<file path="config.mk">
export PLATFORM = sky130hd
export DESIGN_NAME = cnn_ce_top
export DESIGN_NICKNAME = d
export VERILOG_FILES = /design/src/source/ce_params_pkg.sv /design/src/source/ce_ctrl_pkg.sv /design/src/source/ce_beat_if.sv /design/src/source/ce_config_regs.sv /design/src/source/ce_window_ctrl.sv /design/src/source/ce_macc_slice.sv /design/src/source/ce_pool_unit.sv /design/src/source/cnn_ce_top.sv
export SDC_FILE = /design/constraint.sdc
export NUM_CORES = 2
export LEC_CHECK = 0
export ABC_CLOCK_PERIOD_IN_PS = 7700
export BUFFER_PORTS_ARGS = -buffer_cell sky130_fd_sc_hd__buf_2
export CAP_MARGIN = 20
export CORE_MARGIN = 1
export CORE_UTILIZATION = 60
export CTS_CLUSTER_DIAMETER = 50
export DETAILED_ROUTE_END_ITERATION = 10
export PLACE_DENSITY_LB_ADDON = 0.15
export SETUP_SLACK_MARGIN = 0.4
export SLEW_MARGIN = 20
export SYNTH_ARGS = -nofsm -noshare
export SYNTH_HDL_FRONTEND = slang
export SYNTH_SLANG_ARGS = --single-unit
</file>
<file path="constraint.sdc">
create_clock -name clk_5x -period 7.7 [get_ports clk_5x]
set_input_delay 0 -clock clk_5x [delete_from_list [all_inputs] [get_ports clk_5x]]
set_output_delay 0 -clock clk_5x [all_outputs]
set_load 0.05 [all_outputs]
</file>
<file path="src/source/ce_params_pkg.sv">
package ce_params_pkg;

	// pixels and weights enter the compute element as signed words

	// width of one signed pixel, upper or lower lane
	localparam int pixel_width = 16;

	// width of one signed kernel weight
	localparam int weight_width = 16;

	// accumulator width, matching the P port of a DSP slice
	// the P registers, the cascade buses and dataout_p all use it
	localparam int acc_width = 48;

	// a full product fits well inside the accumulator, so many beats
	// can be summed before the sum grows past acc_width

	// pooling results are sign-extended from pixel_width to acc_width
	// before they leave on dataout_p

endpackage

</file>
<file path="src/source/ce_ctrl_pkg.sv">
package ce_ctrl_pkg;

	// layer mode, loaded together with the window size on new_map
	localparam int mode_width = 2;

	localparam logic [mode_width-1:0] mode_conv     = 2'd0;
	localparam logic [mode_width-1:0] mode_max_pool = 2'd1;
	localparam logic [mode_width-1:0] mode_min_pool = 2'd2;

	// cycles from the beat that closes a window to its output valid
	// the convolution chain ends in the stage 4 register of the second slice
	localparam int pipe_latency = 4;

	// window size loaded by reset, so a window of four beats
	localparam int reset_window_size = 3;

	// code 3 is not used and behaves like a pooling mode

endpackage

</file>
<file path="src/source/ce_beat_if.sv">
`timescale 1ns/100ps

// tags for the current input cycle, all combinational in the cycle they
// describe, from the window controller to both slices and the pool unit
interface ce_beat_if;

	// this cycle carries data for the active mode
	logic beat;

	// opens a window
	logic first;

	// closes a window
	logic last;

	// cascade_datain is added into this window
	logic cascade_take;

	modport ctrl
	(
		output beat, first, last, cascade_take
	);

	modport dp
	(
		input beat, first, last, cascade_take
	);

endinterface

</file>
<file path="src/source/ce_config_regs.sv">
`timescale 1ns/100ps

module ce_config_regs
#(
	parameter int window_size_width = 4
)
(
	input  logic                               clk_5x,
	input  logic                               rst,
	input  logic                               new_map,
	input  logic [ce_ctrl_pkg::mode_width-1:0] mode_in,
	input  logic [window_size_width-1:0]       window_size_in,
	output logic [ce_ctrl_pkg::mode_width-1:0] mode,
	output logic [window_size_width-1:0]       window_size
);
	import ce_ctrl_pkg::*;

	// the layer setting holds for a whole feature map
	always_ff @(posedge clk_5x)
	begin
		if (rst)
		begin
			mode        <= mode_conv;
			window_size <= window_size_width'(reset_window_size);
		end
		else if (new_map)
		begin
			mode        <= mode_in;
			window_size <= window_size_in;
		end
	end

endmodule

</file>
<file path="src/source/ce_window_ctrl.sv">
`timescale 1ns/100ps

module ce_window_ctrl
#(
	parameter int window_size_width = 4
)
(
	input  logic                               clk_5x,
	input  logic                               rst,
	input  logic                               new_map,
	input  logic [ce_ctrl_pkg::mode_width-1:0] mode,
	input  logic [window_size_width-1:0]       window_size,
	input  logic                               pixel_valid_upper,
	input  logic                               pixel_valid_lower,
	input  logic                               weight_valid_upper,
	input  logic                               cascade_datain_valid,
	ce_beat_if.ctrl                            beat
);
	import ce_ctrl_pkg::*;

	logic [window_size_width-1:0] beat_count;
	logic                         is_beat;
	logic                         is_first;
	logic                         is_last;

	// convolution needs a pixel with its weight, pooling needs both pixels
	always_comb
	begin
		if (mode == mode_conv)
			is_beat = pixel_valid_upper & weight_valid_upper;
		else
			is_beat = pixel_valid_upper & pixel_valid_lower;
	end

	assign is_first = is_beat && (beat_count == '0);
	assign is_last  = is_beat && (beat_count == window_size);

	assign beat.beat         = is_beat;
	assign beat.first        = is_first;
	assign beat.last         = is_last;
	assign beat.cascade_take = is_first & cascade_datain_valid;

	// idle cycles leave the count alone, so gaps do not split a window
	always_ff @(posedge clk_5x)
	begin
		if (rst || new_map)
			beat_count <= '0;
		else if (is_beat)
		begin
			if (is_last)
				beat_count <= '0;
			else
				beat_count <= beat_count + 1'b1;
		end
	end

endmodule

</file>
<file path="src/source/ce_macc_slice.sv">
`timescale 1ns/100ps

module ce_macc_slice
#(
	parameter bit use_feedback = 1'b0
)
(
	input  logic                                      clk_5x,
	input  logic                                      rst,
	input  logic signed [ce_params_pkg::pixel_width-1:0]  pixel,
	input  logic signed [ce_params_pkg::weight_width-1:0] weight,
	input  logic signed [ce_params_pkg::acc_width-1:0]    pcin,
	ce_beat_if.dp                                     beat,
	output logic signed [ce_params_pkg::acc_width-1:0]    p,
	output logic                                      last
);
	import ce_params_pkg::*;
	import ce_ctrl_pkg::*;

	// the accumulating slice closes the chain, one stage behind the other
	localparam int p_stage   = use_feedback ? pipe_latency : pipe_latency - 1;
	localparam int in_stages = p_stage - 2;

	logic signed [pixel_width-1:0]              a_pipe [in_stages];
	logic signed [weight_width-1:0]             b_pipe [in_stages];
	logic signed [pixel_width+weight_width-1:0] m_reg;
	logic [in_stages:0]                         beat_pipe;
	logic [in_stages:0]                         first_pipe;
	logic [in_stages:0]                         last_pipe;

	// tags follow the data so that several windows can overlap
	always_ff @(posedge clk_5x)
	begin
		if (rst)
		begin
			beat_pipe  <= '0;
			first_pipe <= '0;
			last_pipe  <= '0;
			last       <= 1'b0;
		end
		else
		begin
			beat_pipe  <= {beat_pipe[in_stages-1:0], beat.beat};
			first_pipe <= {first_pipe[in_stages-1:0], beat.first};
			last_pipe  <= {last_pipe[in_stages-1:0], beat.last};
			last       <= last_pipe[in_stages];
		end
	end

	always_ff @(posedge clk_5x)
	begin
		a_pipe[0] <= pixel;
		b_pipe[0] <= weight;
		for (int i = 1; i < in_stages; i++)
		begin
			a_pipe[i] <= a_pipe[i-1];
			b_pipe[i] <= b_pipe[i-1];
		end
		m_reg <= a_pipe[in_stages-1] * b_pipe[in_stages-1];
		// a first beat drops the old P, like an opmode without the P term
		if (beat_pipe[in_stages])
		begin
			if (use_feedback && !first_pipe[in_stages])
				p <= p + acc_width'(m_reg) + pcin;
			else
				p <= acc_width'(m_reg) + pcin;
		end
	end

endmodule

</file>
<file path="src/source/ce_pool_unit.sv">
`timescale 1ns/100ps

module ce_pool_unit
(
	input  logic                                         clk_5x,
	input  logic                                         rst,
	input  logic [ce_ctrl_pkg::mode_width-1:0]           mode,
	input  logic signed [ce_params_pkg::pixel_width-1:0] pixel_upper,
	input  logic signed [ce_params_pkg::pixel_width-1:0] pixel_lower,
	ce_beat_if.dp                                        beat,
	output logic signed [ce_params_pkg::acc_width-1:0]   result,
	output logic                                         last
);
	import ce_params_pkg::*;
	import ce_ctrl_pkg::*;

	logic signed [pixel_width-1:0] up_reg;
	logic signed [pixel_width-1:0] low_reg;
	logic signed [pixel_width-1:0] pair_reg;
	logic signed [pixel_width-1:0] run_reg;
	logic [1:0]                    beat_pipe;
	logic [1:0]                    first_pipe;
	logic [pipe_latency-1:0]       last_pipe;
	logic                          want_max;

	// a DSP subtracts the two words and the sign bit picks the winner
	function automatic logic signed [pixel_width-1:0] pick
	(
		input logic signed [pixel_width-1:0] a,
		input logic signed [pixel_width-1:0] b,
		input logic                          keep_max
	);
		logic [pixel_width:0] diff;
		diff = {a[pixel_width-1], a} - {b[pixel_width-1], b};
		return (diff[pixel_width] == keep_max) ? b : a;
	endfunction

	assign want_max = (mode == mode_max_pool);

	always_ff @(posedge clk_5x)
	begin
		if (rst)
		begin
			beat_pipe  <= '0;
			first_pipe <= '0;
			last_pipe  <= '0;
		end
		else
		begin
			beat_pipe  <= {beat_pipe[0], beat.beat};
			first_pipe <= {first_pipe[0], beat.first};
			last_pipe  <= {last_pipe[pipe_latency-2:0], beat.last};
		end
	end

	always_ff @(posedge clk_5x)
	begin
		up_reg   <= pixel_upper;
		low_reg  <= pixel_lower;
		pair_reg <= pick(up_reg, low_reg, want_max);
		// the running extreme restarts from the first pair of a window
		if (beat_pipe[1])
		begin
			if (first_pipe[1])
				run_reg <= pair_reg;
			else
				run_reg <= pick(run_reg, pair_reg, want_max);
		end
		result <= acc_width'(run_reg);
	end

	assign last = last_pipe[pipe_latency-1];

endmodule

</file>
<file path="src/source/cnn_ce_top.sv">
`timescale 1ns/100ps

module cnn_ce_top
#(
	parameter int window_size_width = 4
)
(
	input  logic                                          clk_5x,
	input  logic                                          rst,
	input  logic                                          new_map,
	input  logic [window_size_width-1:0]                  window_size,
	input  logic [ce_ctrl_pkg::mode_width-1:0]            mode,
	input  logic signed [ce_params_pkg::acc_width-1:0]    cascade_datain,
	input  logic                                          cascade_datain_valid,
	input  logic                                          pixel_valid_upper,
	input  logic signed [ce_params_pkg::pixel_width-1:0]  pixel_datain_upper,
	input  logic                                          pixel_valid_lower,
	input  logic signed [ce_params_pkg::pixel_width-1:0]  pixel_datain_lower,
	input  logic                                          weight_valid_upper,
	input  logic signed [ce_params_pkg::weight_width-1:0] weight_datain_upper,
	input  logic                                          weight_valid_lower,
	input  logic signed [ce_params_pkg::weight_width-1:0] weight_datain_lower,
	output logic                                          dataout_valid,
	output logic [ce_params_pkg::acc_width-1:0]           dataout_p,
	output logic [ce_params_pkg::acc_width-1:0]           cascade_dataout,
	output logic                                          cascade_dataout_valid
);
	import ce_params_pkg::*;
	import ce_ctrl_pkg::*;

	// cascade_datain waits in the top until slice 0 reaches its P stage
	localparam int casc_depth = pipe_latency - 2;

	logic [mode_width-1:0]        mode_r;
	logic [window_size_width-1:0] window_size_r;
	logic                         pipe_clear;
	logic signed [acc_width-1:0]  casc_pipe [casc_depth];
	logic                         lower_ok;
	logic signed [pixel_width-1:0]  lower_pixel;
	logic signed [weight_width-1:0] lower_weight;
	logic signed [acc_width-1:0]  p0;
	logic signed [acc_width-1:0]  p1;
	logic                         conv_last;
	logic signed [acc_width-1:0]  pool_result;
	logic                         pool_last;

	ce_beat_if beat_bus ();

	// a new map drops any tag still in the pipes
	assign pipe_clear = rst | new_map;

	ce_config_regs #(.window_size_width(window_size_width)) config_regs_i
	(
		.clk_5x         (clk_5x),
		.rst            (rst),
		.new_map        (new_map),
		.mode_in        (mode),
		.window_size_in (window_size),
		.mode           (mode_r),
		.window_size    (window_size_r)
	);

	ce_window_ctrl #(.window_size_width(window_size_width)) window_ctrl_i
	(
		.clk_5x               (clk_5x),
		.rst                  (rst),
		.new_map              (new_map),
		.mode                 (mode_r),
		.window_size          (window_size_r),
		.pixel_valid_upper    (pixel_valid_upper),
		.pixel_valid_lower    (pixel_valid_lower),
		.weight_valid_upper   (weight_valid_upper),
		.cascade_datain_valid (cascade_datain_valid),
		.beat                 (beat_bus.ctrl)
	);

	always_ff @(posedge clk_5x)
	begin
		casc_pipe[0] <= beat_bus.cascade_take ? cascade_datain : '0;
		for (int i = 1; i < casc_depth; i++)
			casc_pipe[i] <= casc_pipe[i-1];
	end

	// an idle lower lane multiplies zero by zero
	assign lower_ok     = pixel_valid_lower & weight_valid_lower;
	assign lower_pixel  = lower_ok ? pixel_datain_lower : '0;
	assign lower_weight = lower_ok ? weight_datain_lower : '0;

	ce_macc_slice #(.use_feedback(1'b0)) slice_upper
	(
		.clk_5x (clk_5x),
		.rst    (pipe_clear),
		.pixel  (pixel_datain_upper),
		.weight (weight_datain_upper),
		.pcin   (casc_pipe[casc_depth-1]),
		.beat   (beat_bus.dp),
		.p      (p0),
		.last   ()
	);

	ce_macc_slice #(.use_feedback(1'b1)) slice_lower
	(
		.clk_5x (clk_5x),
		.rst    (pipe_clear),
		.pixel  (lower_pixel),
		.weight (lower_weight),
		.pcin   (p0),
		.beat   (beat_bus.dp),
		.p      (p1),
		.last   (conv_last)
	);

	ce_pool_unit pool_unit_i
	(
		.clk_5x      (clk_5x),
		.rst         (pipe_clear),
		.mode        (mode_r),
		.pixel_upper (pixel_datain_upper),
		.pixel_lower (pixel_datain_lower),
		.beat        (beat_bus.dp),
		.result      (pool_result),
		.last        (pool_last)
	);

	assign dataout_p             = (mode_r == mode_conv) ? p1 : pool_result;
	assign dataout_valid         = (mode_r == mode_conv) ? conv_last : pool_last;
	assign cascade_dataout       = p1;
	assign cascade_dataout_valid = dataout_valid;

endmodule

</file>
==> results.rst <==
.. list-table::
   :header-rows: 1

   * - Metric
     - Value
   * - Result of the run
     - finished clean
   * - Max stage delay cell, worst path
     - dfxtp_1
   * - Horizontal die dimension
     - 263 um
   * - Effective utilization at floorplan
     - 0.607
   * - Input/output buffers
     - between 200 and 250
   * - Final Hold Fails
     - 0
   * - Deepest clock path buffer count
     - 3
   * - Hold Slack
     - ~0.014 ns
   * - Later-pin clock latency in the skew report
     - ~0.65 ns
   * - Max Clk Rate
     - 152 MHz
   * - Post-DR vias/cell
     - around 5.5
   * - Number of sinks handled by clock tree synthesis
     - 436
   * - Critical path fanouts, max
     - 18
   * - Netlist area before placement
     - 0.0408 mm^2
   * - Final max-slew violation count
     - 0
   * - Post-route clock period utilization
     - 0.856
   * - Global-route usage over all layers
     - 0.298
   * - Number of synthesized register bits
     - 436
   * - Crit path launch type
     - flip-flop
   * - Skew final
     - about 0.039 ns
   * - Headroom to the max-slew limit
     - 0.297
   * - Wire length of the first global-routing pass
     - around 160 mm
   * - Yosys synthesis warning count
     - 0
   * - Via count of the first global-routing pass
     - 30400
   * - Cell chain of the critical path
     - nand2_1 -> fa_1 -> fa_1 -> fa_1 -> fa_1 -> inv_1 -> fa_1 -> fa_1 -> ha_1 -> a21o_1 -> a21o_1 -> a21oi_1 -> o31a_1 -> o211ai_1 -> a21oi_1 -> o21ai_0 -> a211oi_1 -> o21ai_0 -> xor2_1
   * - Worst ir drop on vdd
     - 0.838 mV
   * - Number of standard-cell rows in the floorplan
     - 95
   * - Clock tree from TritonCTS
     - yes
   * - Post-Syn Instances
     - 4165
   * - Number of enable-type register cells in the synthesized netlist
     - 112
   * - Mean Syn Cell Area
     - 9.80 um^2
   * - Drt first pass iters
     - 5
   * - Top-area cell type share of the netlist area
     - 0.282
   * - Num CTS Buffers
     - 57
   * - PwrDens
     - 336 mW/mm^2
   * - Crit path max-delay family
     - adder cells
   * - Proportion of synthesized chip area in sequential cells
     - 0.241
   * - Main area contributors after synthesis
     - fa_1, dfxtp_1, ha_1
   * - Worst-Margin Slew
     - approximately 1.1 ns
   * - Commonest cells after routing, fill and taps aside
     - inv_1, fa_1, nand2_1, ha_1, dfxtp_1
   * - Critical Path Most Common Cell
     - fa_1
   * - Resized Gates After CTS
     - 0
   * - Largest stage delay, worst path
     - around 0.80 ns
   * - Fraction of layout cells with a size suffix above 1
     - 0.0890
   * - Routed wire length per instance
     - between 15 and 20 um
   * - CTS clk-pin slew, worst paths
     - 0.06 ns
   * - DRC Markers
     - 0
   * - Registers with the most flip-flops
     - casc_pipe x96, slice_lower.p x48, slice_upper.p x48
   * - Area overhead of the layout relative to synthesis
     - 13.1%
   * - Post-layout net count
     - approximately 5500
   * - Final GP Congestion
     - 0.948
   * - Share of flip-flops with an asynchronous set or reset
     - 0
   * - Setup repair after global routing missed its margin
     - no
   * - GR Overflow Total
     - 0
   * - Iteration-0 DRC count of the detailed router
     - about 2000
   * - Die height
     - 263 um
   * - Number of H-tree levels
     - 2
   * - Required @ worst endpoint
     - 8.20 ns
   * - Top register by number of flip-flops
     - casc_pipe
   * - Most used DFF post-synth
     - dfxtp_1
   * - Total of max-cap violations
     - 0
   * - Commonest non-fill, non-tap cell in the layout
     - inv_1
   * - Number of nets with antenna violations after detailed routing
     - 0
   * - Core Box Area
     - about 0.067 mm^2
   * - Net count after synthesis
     - around 5200
   * - Detailed placement HPWL
     - 79.0 mm
   * - Pin count of the biggest net entering global routing
     - 53
   * - Static leakage
     - 22.5 nW
   * - Hold Path Class
     - in -> reg
   * - Top-Level Pins
     - 224
   * - Clock Tree Root
     - clkbuf_16
   * - Total die area
     - about 0.069 mm^2
   * - Wirelength, routed
     - 100 mm
   * - Cell taking the most area after synthesis
     - fa_1
   * - Via Count
     - 29700
   * - Buffers & Inverters on Critical Path
     - 1
   * - Number of distinct library cells after synthesis
     - between 70 and 80
   * - Accumulated negative setup slack
     - 0 ns
   * - Endpoint class of the critical path
     - flip-flop
   * - Type of the worst setup path
     - reg -> reg
   * - Final critical path time including I/O delays and setup
     - 6.60 ns
   * - Total setup violations reported at the end of the flow
     - 0
   * - Initial antenna violation count
     - 5
   * - Max FFs per register
     - 96
   * - Data arrival time at the worst-slack endpoint
     - 7.09 ns
[report_power, final]
part	internal, W	total, W	switching, W
clock network	0.00158	0.00271	0.00113
registers	0.00277	0.00304	0.000265
logic	0.00412	0.00977	0.00566
[kinds of logic after synthesis]
group | Yosys count | synth area share
xor gates and xnor gates | 207 | 0.0444
DFF | 436 | 0.241
AOI/OAI and AO/OA | 683 | 0.109
buffers and inverters | 805 | 0.0747
adders and majority gates | 910 | 0.385
muxes | 51 | 0.0135
and+or+nand+nor | 1073 | 0.132
[layout make-up]
type | instances | area (um^2)
clock buffers | 69 | 1510
inverters | 665 | 2500
flip-flops and latches | 436 | 9850
repair buffers | 395 | 2820
diodes | 1 | 2.50
clock inverters | 38 | 470
multi-input cells | 2924 | 27900
well taps | 873 | 1090
fillers | 5188 | 21100
[stage by stage]
stage          utilization  std cells  worst slack [ns]  cell area [um^2]  total power (W)
6_report             0.686       5401              1.10             46200           0.0155
5_1_grt              0.686       5400             0.706             46200           0.0169
4_1_cts              0.686       5400              1.13             46200           0.0155
3_5_place_dp         0.633       5130              1.16             42600           0.0127
3_3_place_gp         0.633       5130              1.29             42600           0.0125
2_1_floorplan            -       4165              1.80             40800           0.0103
[cells in the mapped netlist (7+ instances only)]
library cell and instances:
xor2_1 74, a211oi_1 25, edfxtp_1 112, inv_1 665
o21ai_0 126, mux2i_1 18, nand2_1 361, nand4_1 29
nand3_1 50, nor2_1 147, nor2b_1 27, a21oi_1 190
o31ai_1 10, buf_2 7, o21bai_1 27, o2111ai_1 7
dfxtp_1 324, nor3_1 24, nand2b_1 36, fa_1 574
clkbuf_1 127, xnor2_1 133, o21ai_1 7, o21a_1 32
and2_1 312, a21o_1 143, a31oi_1 27, and3_1 53
a21boi_0 7, ha_1 336, o211ai_1 15, mux2_2 33
[worst paths after layout]
path / startpoint / to / slack [ns] / cells past startpoint
hold reg to reg: casc_pipe[0][18] / casc_pipe[0][66] / 0.30 / 0
hold / removal: weight_datain_upper[10] / slice_upper.b_pipe[0][10] / 0.01 / 2
setup / recovery: pool_unit_i.up_reg[10] / slice_upper.m_reg[30] / 1.10 / 19
setup reg to reg: pool_unit_i.up_reg[10] / slice_upper.m_reg[30] / 1.10 / 19
[per-layer routing]
metal  global-route usage  part of all wire  up-vias
met2                0.478              0.46      941
met5                    0           0.00043        -
met4                0.101             0.035        6
met1                0.415              0.44    14500
met3               0.0424             0.066      184
li1                     -                 -    14100
[what timing repair did]
action	4_1_cts	5_1_grt
hold endpoints to repair	148	0
hold buffers	163	0
buffers inserted	0	0
Note: power is estimated with default switching activity, not from simulation.
